--- src/logic/ps2_pkg.sv ---
/*
  shared constants and packed structs for the PS/2 keyboard host
  the release structure follows the open-drain pad convention, a 1 lets
  the board pull-up float the line high and a 0 drives it low
*/
`default_nettype none

package ps2_pkg;

  // ------------------------------------------------------------------
  // frame layout and special codes
  // ------------------------------------------------------------------

  // start bit, eight data bits, odd parity and stop bit
  localparam int unsigned FRAME_BITS = 11;

  // prefix that the keyboard sends ahead of a key release
  localparam logic [7:0] RELEASE_CODE = 8'hF0;

  // ------------------------------------------------------------------
  // structs that travel between the blocks
  // ------------------------------------------------------------------

  // synchronized levels of the two PS/2 lines
  typedef struct packed {
    logic clk;
    logic data;
  } ps2_lines_t;

  // one-cycle pulses on the synchronized PS/2 clock
  typedef struct packed {
    logic fall;
    logic rise;
  } ps2_edges_t;

  // received byte with its one-cycle done strobe
  typedef struct packed {
    logic [7:0] data;
    logic       done;
  } rx_frame_t;

  // host side of each wired-AND line
  typedef struct packed {
    logic clk_release;
    logic data_release;
  } ps2_release_t;

endpackage

`default_nettype wire

--- src/logic/ps2_line_sync.sv ---
/*
  brings the PS/2 clock and data pins into the clk domain
  lines_o lags the pins by two cycles, edge pulses line up with lines_o
*/
`timescale 1ns/1ns
`default_nettype none

module ps2_line_sync
  import ps2_pkg::*;
(
  input  logic       clk,
  input  logic       reset,
  input  logic       ps2_clk_i,
  input  logic       ps2_data_i,
  output ps2_lines_t lines_o,
  output ps2_edges_t edges_o
);

  ps2_lines_t meta_q;
  // delayed copy of the synchronized clock, used only for edge detection
  logic       clk_last_q;

  // both stages reset high since an idle PS/2 line sits at the pull-up
  always_ff @(posedge clk or posedge reset)
  begin
    if (reset)
    begin
      meta_q     <= '{clk: 1'b1, data: 1'b1};
      lines_o    <= '{clk: 1'b1, data: 1'b1};
      clk_last_q <= 1'b1;
    end
    else
    begin
      meta_q     <= '{clk: ps2_clk_i, data: ps2_data_i};
      lines_o    <= meta_q;
      clk_last_q <= lines_o.clk;
    end
  end

  // edges come in the same cycle as the changed level on lines_o
  assign edges_o.fall = clk_last_q & ~lines_o.clk;
  assign edges_o.rise = ~clk_last_q & lines_o.clk;

endmodule

`default_nettype wire

--- src/logic/ps2_interval_timer.sv ---
/*
  cycle counter for fixed intervals, LIMIT must be at least 1
  the count restarts from zero whenever enable_i drops
*/
`timescale 1ns/1ns
`default_nettype none

module ps2_interval_timer #(
  parameter int unsigned LIMIT = 16
) (
  input  logic clk,
  input  logic reset,
  input  logic enable_i,
  output logic done_o
);

  localparam int unsigned CW = $clog2(LIMIT + 1);

  logic [CW-1:0] count_q;

  // counting stops at LIMIT so done holds for as long as enable stays up
  always_ff @(posedge clk or posedge reset)
  begin
    if (reset)
      count_q <= '0;
    else if (!enable_i)
      count_q <= '0;
    else if (!done_o)
      count_q <= count_q + 1'b1;
  end

  assign done_o = (count_q == CW'(LIMIT));

endmodule

`default_nettype wire

--- src/logic/ps2_frame_receiver.sv ---
/*
  serial to parallel side of the keyboard link
  no parity or start/stop check is made on received frames
  a clock line that stays high for T60_CYCLES drops a partial frame, so a
  keyboard can be plugged in while the host runs
*/
`timescale 1ns/1ns
`default_nettype none

module ps2_frame_receiver
  import ps2_pkg::*;
#(
  parameter int unsigned T60_CYCLES = 2950
) (
  input  logic       clk,
  input  logic       reset,
  input  ps2_lines_t lines_i,
  input  ps2_edges_t edges_i,
  input  logic       tx_busy_i,
  output rx_frame_t  frame_o
);

  localparam logic [3:0] LAST_BIT = 4'(FRAME_BITS);

  logic [FRAME_BITS-1:0] shift_q;
  logic [3:0]            bit_count_q;
  logic                  watchdog_done;
  logic                  frame_full;

  // ------------------------------------------------------------------
  // watchdog
  // ------------------------------------------------------------------

  // runs only while the keyboard clock is high, any low clock restarts it
  ps2_interval_timer #(
    .LIMIT (T60_CYCLES)
  ) i_watchdog (
    .clk      (clk),
    .reset    (reset),
    .enable_i (lines_i.clk),
    .done_o   (watchdog_done)
  );

  // ------------------------------------------------------------------
  // bit counter and shift register
  // ------------------------------------------------------------------

  // high for the single cycle after the fall that takes in the 11th bit
  assign frame_full = (bit_count_q == LAST_BIT);

  always_ff @(posedge clk or posedge reset)
  begin
    if (reset)
    begin
      bit_count_q <= '0;
      shift_q     <= '0;
    end
    else if (tx_busy_i)
    begin
      // the transmitter owns the lines, anything half received is lost
      bit_count_q <= '0;
      shift_q     <= '0;
    end
    else if (frame_full)
      bit_count_q <= '0;
    else if (edges_i.fall)
    begin
      // LSB first on the wire, so new bits enter at the top
      shift_q     <= {lines_i.data, shift_q[FRAME_BITS-1:1]};
      // a fall that ends a long high clock is the start bit of a new frame
      bit_count_q <= watchdog_done ? 4'd1 : bit_count_q + 4'd1;
    end
    else if (watchdog_done)
      bit_count_q <= '0;
  end

  // bit 0 holds the start bit, bits 8:1 the data byte
  assign frame_o.data = shift_q[8:1];
  assign frame_o.done = frame_full;

endmodule

`default_nettype wire

--- src/logic/ps2_scan_decoder.sv ---
/*
  release-prefix handling and the host-facing receive registers
  there is no queue, a byte arriving before rx_read_i overwrites the last
  with translate_i low every byte, F0 included, is reported as it comes
*/
`timescale 1ns/1ns
`default_nettype none

module ps2_scan_decoder
  import ps2_pkg::*;
(
  input  logic       clk,
  input  logic       reset,
  input  rx_frame_t  frame_i,
  input  logic       translate_i,
  input  logic       rx_read_i,
  output logic [7:0] rx_scan_code_o,
  output logic       rx_released_o,
  output logic       rx_data_ready_o
);

  logic is_release;
  logic out_strobe;
  // a release prefix was seen and waits for the key code that follows
  logic hold_released_q;

  assign is_release = translate_i && (frame_i.data == RELEASE_CODE);
  assign out_strobe = frame_i.done && !is_release;

  always_ff @(posedge clk or posedge reset)
  begin
    if (reset)
    begin
      hold_released_q <= 1'b0;
      rx_released_o   <= 1'b0;
      rx_data_ready_o <= 1'b0;
    end
    else
    begin
      if (frame_i.done && is_release)
        hold_released_q <= 1'b1;
      else if (out_strobe)
        hold_released_q <= 1'b0;

      if (out_strobe)
        rx_released_o <= hold_released_q;

      // a new byte wins over a read landing in the same cycle
      if (out_strobe)
        rx_data_ready_o <= 1'b1;
      else if (rx_read_i)
        rx_data_ready_o <= 1'b0;
    end
  end

  // scan code register only ever changes together with ready
  always_ff @(posedge clk)
  begin
    if (out_strobe)
      rx_scan_code_o <= frame_i.data;
  end

endmodule

`default_nettype wire

--- src/logic/ps2_host_transmitter.sv ---
/*
  host to keyboard command path, one byte per transmit
  a write is taken only while idle, the source holds tx_write_i until ack
  the keyboard takes each bit at its clock fall and answers the stop bit
  by pulling data low before the next fall, a high there is a missing ack
  a keyboard that stops clocking leaves the FSM waiting, there is no timeout
*/
`timescale 1ns/1ns
`default_nettype none

module ps2_host_transmitter
  import ps2_pkg::*;
#(
  parameter int unsigned T60_CYCLES      = 2950,
  parameter int unsigned DEBOUNCE_CYCLES = 186
) (
  input  logic         clk,
  input  logic         reset,
  input  ps2_lines_t   lines_i,
  input  ps2_edges_t   edges_i,
  input  logic [7:0]   tx_data_i,
  input  logic         tx_write_i,
  output logic         tx_write_ack_o,
  output logic         tx_busy_o,
  output logic         tx_error_o,
  output ps2_release_t line_drive_o
);

  // bits still to go out after the start bit
  localparam logic [3:0] TX_BITS = 4'(FRAME_BITS - 1);

  typedef enum logic [2:0] {
    ST_IDLE,
    ST_INHIBIT,
    ST_START,
    ST_BIT_LOW,
    ST_BIT_HIGH,
    ST_ACK_WAIT,
    ST_DONE_OK,
    ST_NO_ACK
  } tx_state_e;

  tx_state_e             state_q;
  logic [FRAME_BITS-1:0] shift_q;
  logic [3:0]            bit_count_q;
  logic                  inhibit_done;
  logic                  debounce_en;
  logic                  debounce_done;

  // ------------------------------------------------------------------
  // timers
  // ------------------------------------------------------------------

  ps2_interval_timer #(
    .LIMIT (T60_CYCLES)
  ) i_inhibit_timer (
    .clk      (clk),
    .reset    (reset),
    .enable_i (state_q == ST_INHIBIT),
    .done_o   (inhibit_done)
  );

  // in START it covers the pull-up rise plus the sync delay after the
  // clock is let go, in BIT_LOW it asks for a clock that stays high
  assign debounce_en = (state_q == ST_START) ||
                       ((state_q == ST_BIT_LOW) && lines_i.clk);

  ps2_interval_timer #(
    .LIMIT (DEBOUNCE_CYCLES)
  ) i_debounce_timer (
    .clk      (clk),
    .reset    (reset),
    .enable_i (debounce_en),
    .done_o   (debounce_done)
  );

  // ------------------------------------------------------------------
  // FSM, shift register and bit counter
  // ------------------------------------------------------------------

  assign tx_write_ack_o = tx_write_i && (state_q == ST_IDLE);

  always_ff @(posedge clk or posedge reset)
  begin
    if (reset)
    begin
      state_q     <= ST_IDLE;
      shift_q     <= '1;
      bit_count_q <= '0;
    end
    else
    begin
      case (state_q)
        ST_IDLE:
        begin
          if (tx_write_ack_o)
          begin
            // stop, odd parity, data, start with the start bit at bit 0
            shift_q     <= {1'b1, ~^tx_data_i, tx_data_i, 1'b0};
            bit_count_q <= '0;
            state_q     <= ST_INHIBIT;
          end
        end
        ST_INHIBIT:
        begin
          if (inhibit_done)
            state_q <= ST_START;
        end
        ST_START:
        begin
          // the keyboard starts clocking once it sees the start bit
          if (debounce_done && !lines_i.clk)
            state_q <= ST_BIT_LOW;
        end
        ST_BIT_LOW:
        begin
          // next bit goes out once the rising clock has settled
          if (debounce_done)
          begin
            shift_q     <= {1'b1, shift_q[FRAME_BITS-1:1]};
            bit_count_q <= bit_count_q + 4'd1;
            state_q     <= ST_BIT_HIGH;
          end
        end
        ST_BIT_HIGH:
        begin
          // the fall that takes the stop bit moves on to the ack
          if (edges_i.fall)
            state_q <= (bit_count_q == TX_BITS) ? ST_ACK_WAIT : ST_BIT_LOW;
        end
        ST_ACK_WAIT:
        begin
          if (edges_i.fall)
            state_q <= lines_i.data ? ST_NO_ACK : ST_DONE_OK;
        end
        ST_DONE_OK,
        ST_NO_ACK:
        begin
          // recovery ends with both lines back at the pull-up
          if (lines_i.clk && lines_i.data)
            state_q <= ST_IDLE;
        end
        default:
          state_q <= ST_IDLE;
      endcase
    end
  end

  // ------------------------------------------------------------------
  // outputs
  // ------------------------------------------------------------------

  assign tx_busy_o  = (state_q != ST_IDLE);
  assign tx_error_o = (state_q == ST_NO_ACK);

  assign line_drive_o.clk_release = (state_q != ST_INHIBIT);

  // shift_q[0] is the start bit in START and the current bit afterwards
  always_comb
  begin
    case (state_q)
      ST_START,
      ST_BIT_LOW,
      ST_BIT_HIGH:
        line_drive_o.data_release = shift_q[0];
      default:
        line_drive_o.data_release = 1'b1;
    endcase
  end

endmodule

`default_nettype wire

--- src/logic/ps2_kbd_top.sv ---
/*
  PS/2 keyboard host with receive and command transmit paths
  each PS/2 pin is a wired-AND of pull-up, host and keyboard, the release
  outputs drive an open-drain pad low when 0 and float it when 1
  T60_CYCLES is 60 us in clk cycles and must exceed a keyboard clock period
*/
`timescale 1ns/1ns
`default_nettype none

module ps2_kbd_top
  import ps2_pkg::*;
#(
  parameter int unsigned T60_CYCLES      = 2950,
  parameter int unsigned DEBOUNCE_CYCLES = 186
) (
  input  logic       clk,
  input  logic       reset,
  input  logic       ps2_clk_i,
  input  logic       ps2_data_i,
  output logic       ps2_clk_release_o,
  output logic       ps2_data_release_o,
  output logic [7:0] rx_scan_code_o,
  output logic       rx_released_o,
  output logic       rx_data_ready_o,
  input  logic       rx_read_i,
  input  logic [7:0] tx_data_i,
  input  logic       tx_write_i,
  output logic       tx_write_ack_o,
  output logic       tx_error_o,
  input  logic       translate_i
);

  ps2_lines_t   lines;
  ps2_edges_t   edges;
  rx_frame_t    frame;
  ps2_release_t line_drive;
  // the transmitter owns both lines while this is high
  logic         tx_busy;

  ps2_line_sync i_line_sync (
    .clk        (clk),
    .reset      (reset),
    .ps2_clk_i  (ps2_clk_i),
    .ps2_data_i (ps2_data_i),
    .lines_o    (lines),
    .edges_o    (edges)
  );

  ps2_frame_receiver #(
    .T60_CYCLES (T60_CYCLES)
  ) i_frame_receiver (
    .clk       (clk),
    .reset     (reset),
    .lines_i   (lines),
    .edges_i   (edges),
    .tx_busy_i (tx_busy),
    .frame_o   (frame)
  );

  ps2_scan_decoder i_scan_decoder (
    .clk             (clk),
    .reset           (reset),
    .frame_i         (frame),
    .translate_i     (translate_i),
    .rx_read_i       (rx_read_i),
    .rx_scan_code_o  (rx_scan_code_o),
    .rx_released_o   (rx_released_o),
    .rx_data_ready_o (rx_data_ready_o)
  );

  ps2_host_transmitter #(
    .T60_CYCLES      (T60_CYCLES),
    .DEBOUNCE_CYCLES (DEBOUNCE_CYCLES)
  ) i_host_transmitter (
    .clk            (clk),
    .reset          (reset),
    .lines_i        (lines),
    .edges_i        (edges),
    .tx_data_i      (tx_data_i),
    .tx_write_i     (tx_write_i),
    .tx_write_ack_o (tx_write_ack_o),
    .tx_busy_o      (tx_busy),
    .tx_error_o     (tx_error_o),
    .line_drive_o   (line_drive)
  );

  assign ps2_clk_release_o  = line_drive.clk_release;
  assign ps2_data_release_o = line_drive.data_release;

endmodule

`default_nettype wire

--- config.mk ---
export PLATFORM = sky130hd
export DESIGN_NAME = ps2_kbd_top
export DESIGN_NICKNAME = d
export VERILOG_FILES = /design/src/logic/ps2_pkg.sv /design/src/logic/ps2_line_sync.sv /design/src/logic/ps2_interval_timer.sv /design/src/logic/ps2_frame_receiver.sv /design/src/logic/ps2_scan_decoder.sv /design/src/logic/ps2_host_transmitter.sv /design/src/logic/ps2_kbd_top.sv
export SDC_FILE = /design/constraint.sdc
export NUM_CORES = 1
export LEC_CHECK = 0
export ABC_AREA = 1
export BUFFER_PORTS_ARGS = -buffer_cell sky130_fd_sc_hd__buf_4
export CAP_MARGIN = 30
export CORE_MARGIN = 3
export CORE_UTILIZATION = 60
export DETAILED_ROUTE_END_ITERATION = 6
export PLACE_DENSITY_LB_ADDON = 0.1
export SYNTH_ARGS = -nofsm -noshare
export SYNTH_HDL_FRONTEND = slang
export SYNTH_SLANG_ARGS = --single-unit
--- constraint.sdc ---
create_clock -name clk -period 2.6 [get_ports clk]
set_input_delay 0.26 -clock clk [delete_from_list [all_inputs] [get_ports clk]]
set_output_delay 0.26 -clock clk [all_outputs]
set_load 0.01 [all_outputs]
# --- Word-level counts from Yosys, hierarchy flattened ---
# Index checks and enable logic that the tools add are counted.
word_totals:
  reg_bits: 81
  latch_bits: 0
  ramBits: 0
  mem_bits_ro: 0
  in_bits: 15
  out_inout_bits: 14
  wordCells: 107
  mem_count: 0
op_classes:
  addsub: 5
  multipliers: 0
  div_mod_pow: 0
  order_cmp: 0
  eq_ne: 25
  shift: 0
  mux: 35
  n_bitwise: 2
  reduce_logical: 23
op_table:
  columns: ["operator", "n"]
  rows:
  - ["2-to-1 mux 11 bit", 5]
  - ["2-to-1 mux 12 bit", 4]
  - ["2-to-1 mux 4 bit", 7]
  - ["adder 12 x 1 -> 12 bit (second input constant)", 2]
  - ["equality test 12 bit (second input constant)", 2]
  - ["2-to-1 mux 3 bit", 8]
  - ["case mux 11 bit (2 select lines)", 1]
  - ["case mux 3 bit (7 select lines)", 1]
  - ["equality test 8 bit (second input constant)", 2]
  - ["2-to-1 mux 8 bit", 2]
  - ["!= test 2 bit (second input constant)", 7]
  - ["equality test 3 bit (second input constant)", 4]
  - ["adder 4 x 1 -> 4 bit (second input constant)", 2]
  - ["adder 8 x 1 -> 8 bit (second input constant)", 1]
  - ["equality test 4 bit (second input constant)", 2]
  - ["!= test 2 x 1 -> 1 bit (second input constant)", 4]
  - ["case mux 4 bit (2 select lines)", 1]
  - ["nonzero test 2 bit", 4]
  - ["XNOR reduction 8 bit", 1]
  - ["logical AND 1 bit", 7]
  - ["AND reduction 7 bit", 1]
  - ["equality test 3 x 2 -> 1 bit (second input constant)", 2]
  - ["2-to-1 mux 1 bit", 6]
  - ["nonzero test 4 bit", 1]
  - ["other kinds (12)", 13]

# --- Longest topological paths before layout ---
logic_depth:
  depth_word: 6
  depth_mapped: 11
  mapped_depth_nobuf: 11

# --- Hierarchy ---
# From an unflattened synthesis, not the netlist that was laid out.
unflattened:
  hier_cells: 573
  hier_area_um2: 4580.6
modules_own_cells:
  columns: ["mod", "instances", "cells_each", "area_each_um2", "seq_area_each_um2"]
  rows:
  - ["ps2_interval_timer at i_frame_receiver.i_watchdog ...", 2, 114, 809.5, 300.3]
  - ["ps2_host_transmitter", 1, 158, 1198.6, 437.9]
  - ["ps2_frame_receiver", 1, 87, 744.5, 350.3]
  - ["ps2_interval_timer at i_host_transmitter.i_debounce_timer", 1, 60, 462.9, 200.2]
  - ["ps2_scan_decoder", 1, 30, 405.4, 315.3]
  - ["ps2_line_sync", 1, 10, 150.1, 131.4]

# --- Worst setup path before layout ---
# Ideal clock, no wire load.
synth_path:
  path_type: "flip-flop to flip-flop"
  from: "register i_host_transmitter.i_debounce_timer.count_q[0]"
  to: "register i_host_transmitter.state_q[0]"
  setup_time_ps: 117
  t_arrival_ps: 1338
  required_ps: 2483
  path_slack_ps: 1145
  path_stages_with_launch: 12
  path_buffers: 0
  synth_period_minus_slack_ps: 1455
  path_cell_list: "dfrtp_1 > inv_1 > ha_1 > nand2_1 > nor2_1 > nand2_1 > nand2_1 > nand2_1 > nor2_2 > nand2_1 > nand2_1 > nand2_1"
synth_between:
  elab_chain_cells: 4
  word_cells_on_any_way: 5
  classes_between: "eq/ne: 3; reduce/logical: 2"
synth_rtl:
  columns: ["item", "line", "text"]
  rows:
  - ["from (decl)", "ps2_interval_timer.sv:19", "logic [CW-1:0] count_q;"]
  - ["from (signal assigned)", "ps2_interval_timer.sv:29", "count_q <= count_q + 1'b1;"]
  - ["equality test 8 bit *", "ps2_interval_timer.sv:32", "assign done_o = (count_q == CW'(LIMIT));"]
  - ["logical AND 1 bit", "ps2_host_transmitter.sv:112", "if (debounce_done && !lines_i.clk)"]
  - ["!= test 2 bit (no source line)", null, null]
  - ["AND reduction 7 bit (no source line) *", null, null]
  - ["to (signal assigned)", "ps2_host_transmitter.sv:129", "state_q <= (bit_count_q == TX_BITS) ? ST_ACK_WAIT : ST_BIT_LOW;"]
  - ["to (signal assigned)", "ps2_host_transmitter.sv:134", "state_q <= lines_i.data ? ST_NO_ACK : ST_DONE_OK;"]
  - ["to (decl)", "ps2_host_transmitter.sv:43", "tx_state_e state_q;"]
# Mark *: on every way between the ends. The rest lies on a longest branch, timed or not.
# A chain may end at the register's enable or synchronous reset.

# --- Worst setup path after layout ---
layout_path:
  from: "register i_host_transmitter.i_debounce_timer.count_q[0]"
  to: "register i_host_transmitter.bit_count_q[0]"
layout_between:
  elab_chain_cells: 3
layout_rtl:
  columns: ["item", "line", "text"]
  rows:
  - ["equality test 8 bit", "ps2_interval_timer.sv:32", null]
  - ["!= test 2 x 1 -> 1 bit (no source line)", null, null]
  - ["AND reduction 3 bit (no source line)", null, null]
  - ["to (signal assigned)", "ps2_host_transmitter.sv:121", "bit_count_q <= bit_count_q + 4'd1;"]
  - ["to (decl)", "ps2_host_transmitter.sv:45", "logic [3:0] bit_count_q;"]
# No other way between the ends.

==> impl_metrics.tcl <==
set metrics [dict create \
    number_of_drc_violations_after_detailed_routing_iteration_0 145 \
    syn2layout_area_growth_pct 12.8 \
    die_h_um 87.1 \
    status "completed" \
    avgViaCountPerCell 5.31 \
    detail_route.first_pass.iterations 4 \
    asyncSetResetFlopFracSynth_pct 89.9 \
    finalPower_mw 3.73 \
    h-tree-depth 3 \
    dpl_cell_area_sq_um 4210 \
    critical_path.endpoint_type "flip-flop" \
    pwr-share-seq_pct 43.1 \
    cpMostUsedCell "nand2_1" \
    internal-power_mw 2.33 \
    maxSlewHeadroom_pct 64.7 \
    grt_pass1_wl_um 13300 \
    final.setup_skew_ns 0.00804 \
    worst_r2r_startpoint "i_host_transmitter.i_debounce_timer.count_q[0]" \
    mostFrequentLayoutCells "98 x nand2_1, 57 x inv_1, 56 x dfrtp_1" \
    worstPathCellList "inv_1 > ha_1 > nand2_1 > nor2_1 > nand2_1 > nand2_1 > nand3_2 > inv_1 > nand3_1 > o21ai_0" \
    max-clock-path-buffers 2 \
    rsz0062_at_grt "no" \
    critPathKind "flip-flop to flip-flop" \
    clk_latency_ns 0.35 \
    timing.critical_path.fanout_max 23 \
    synth.largest_area_cell "dfrtp_1" \
    clockPowerShare_pct 25.2 \
    synth-seq-area-share_pct 51.7 \
    core_sq_um 6130 \
    cts_tree "yes" \
    route.final.wire_length_um 7610 \
    combPwrFrac_pct 31.7 \
    floorplan.initialDensity_pct 64.3 \
    cts_inserted_buffers 9 \
    setup_ws_final_ns 0.533 \
    minimum_clock_period_after_layout_ns 2.07 \
    synth_top_cell_area_share_pct 35.6 \
    gp_congestion 0.865 \
    synth_area_per_cell_sq_um 8.76 \
    number_of_clock_sinks 79 \
    number_of_antenna_violations_at_the_first_check_in_global_routing 0 \
    worstMarginPinSlew_ns 0.529 \
    post_synthesis_instance_total 450 \
    final_antenna_net_count 0 \
    synth_fp_nets 474 \
    design.final.nets 512 \
    switchingPower_mw 1.40 \
    drc 0 \
    pin_count 29 \
    postSynthRegisterBits 79 \
    hold_path.class "input port to flip-flop" \
    static-leakage-power_nw 2.06 \
    place.detailed.hpwl_um 5450 \
    fp.dieArea_sq_um 7580 \
    cts.reportedPaths.clkPinSlew_ns 0.09 \
    synth_top_cells_by_area "dfrtp_1 36%, dfstp_2 10%, nand2_1 9.3%, edfxtp_1 6.1%, inv_1 5.5%" \
    cp-startpoint "i_host_transmitter.i_debounce_timer.count_q[0]" \
    power_density_nw_per_um2 839 \
    timing.setup.tns_ns 0 \
    dp_slack_ns 0.543 \
    finish.instance_area_sq_um 4450 \
    start_kind "flip-flop" \
    synth_flop_cell "dfrtp_1" \
    largest_net_degree_at_the_start_of_global_routing 27 \
    route.vias.total 3016 \
    synth-warning-count 0 \
    vdd.ir_drop.worst_uv 596 \
    hold_viol_final 0 \
    synth_edf_count 8 \
    maximum_operating_frequency_mhz 484 \
    timing.max_cap.violations 0 \
    slowest_stage_delay_cp_ns 0.42 \
    grt_use_total_pct 22.3 \
    first_global_vias 3009 \
    worstPathArrival_ns 2.33 \
    layout_worst_path_cycle_share_pct 79.5 \
    dieWidth_um 87.1 \
    globalRoute.totalOverflow 0 \
    number_of_port_buffers 28 \
    critPathRequiredTime_ns 2.86 \
    switching_share_pct 37.6 \
    drt-wirelength-per-cell_um 13.4 \
    hp-start "rx_read_i" \
    rows 28 \
    setup_viol 0 \
    clk_root_buffer_cell "clkbuf_8" \
    yosys.cell_types.count 36 \
    antenna-diode-count 0 \
    area_of_the_mapped_netlist_sq_um 3940 \
    fin_worst_hold_slack_ns 0.0822 \
    most_frequent_standard_cell_in_the_layout_excluding_fill_and_tap_cells "nand2_1" \
    drive_gt1_share_pct 17.0 \
    timing_max_transition_violations_final 0 \
    slowest_stage "dfrtp_1" \
]
[critical path: cells and delay by family, from the launching register on]
family | cells | cell delay [ns]
and+or+nand+nor | 6 | 0.96
DFF | 1 | 0.42
AOI/OAI and AO/OA | 1 | 0.10
buffers and inverters | 2 | 0.36
adders and majority gates | 1 | 0.14
[flip-flops by register name (all words and copies together), names as in the netlist, 4 cells and up]
signal	flops
i_frame_receiver.i_watchdog.count_q	12
i_host_transmitter.bit_count_q	4
i_frame_receiver.shift_q	10
i_host_transmitter.i_inhibit_timer.count_q	12
i_frame_receiver.bit_count_q	4
i_scan_decoder.rx_scan_code_o	8
i_host_transmitter.shift_q	10
i_host_transmitter.i_debounce_timer.count_q	8
[kinds of logic (layout without fill, tap and decap cells)]
| kind of cell | after synthesis | in the layout | share of synthesized area, % |
|---|---|---|---|
| compound gates | 67 | 67 | 10.0 |
| xor+xnor | 18 | 18 | 4.00 |
| fa+ha+maj | 9 | 9 | 2.86 |
| buf+inv | 68 | 111 | 7.21 |
| flops | 79 | 79 | 51.7 |
| mux | 7 | 7 | 1.78 |
| simple gates | 202 | 202 | 22.5 |
[synthesized netlist by cell type, types with 3 or more instances]
cell type	instances
buf_6	3
nor2_1	47
dfstp_2	15
nor3_1	12
inv_2	3
xnor2_1	6
o22ai_1	11
nand2_1	98
o21ai_2	8
nand4_1	5
mux2i_1	7
ha_1	9
dfrtp_1	56
nand3_1	28
a21oi_1	13
edfxtp_1	8
o21ai_0	27
xor2_1	12
inv_1	58
nand2_2	3
[per-stage QoR]
step / util [%] / cells
6_report: 72.5 / 568
2_1_floorplan: - / 450
3_3_place_gp: 68.7 / 549
5_1_grt: 72.5 / 568
3_5_place_dp: 68.7 / 549
4_1_cts: 72.5 / 568
[cell type report]
class / count / area (sq um)
Sequential cell: 79 / 2040
Fill cell: 466 / 1680
Multi-Input combinational cell: 303 / 1620
Timing Repair Buffer: 34 / 263
Inverter: 61 / 229
Clock buffer: 9 / 124
Tap cell: 75 / 93.8
Clock inverter: 7 / 80.1
[power groups by stage]
stage / Clock, mW / Combinational (mW) / Sequential, mW
final: 0.940 / 1.18 / 1.61
after global routing: 1.02 / 1.33 / 1.63
after CTS: 0.960 / 1.19 / 1.61
after detailed placement: 0 / 1.17 / 1.63
after global placement: 0 / 1.11 / 1.62
after floorplan: 0 / 1.00 / 1.57
[per-layer routing]
metal | wire length [um] | vias to the layer above | global-route usage (%) | share of wire (%)
met4 | 128 | 0 | 10.6 | 1.7
met2 | 3740 | 38 | 36.5 | 49
met3 | 220 | 13 | 3.50 | 2.9
met1 | 3520 | 1422 | 29.1 | 46
met5 | 0 | - | 0 | 0
li1 | - | 1543 | - | -
[repair_timing]
item,CTS,global route
hold buffers,3,0
endpoints found under the setup margin,0,0
hold endpoints to repair,23,0
setup buffers,0,0
gates resized for setup,0,0
[final timing paths]
| path | to | slack, ns | cells past startpoint |
|---|---|---|---|
| setup / recovery | i_host_transmitter.bit_count_q[0] | 0.53 | 10 |
| hold / removal | i_scan_decoder.rx_data_ready_o | 0.08 | 2 |
| setup reg to reg | i_host_transmitter.bit_count_q[0] | 0.53 | 10 |
| hold reg to reg | i_line_sync.lines_o[0] | 0.35 | 0 |
| max in group asynchronous | i_host_transmitter.shift_q[6] | 1.36 | 4 |
| min in group asynchronous | i_host_transmitter.i_inhibit_timer.count_q[10] | 0.47 | 3 |
(Power assumes the default switching activity.)
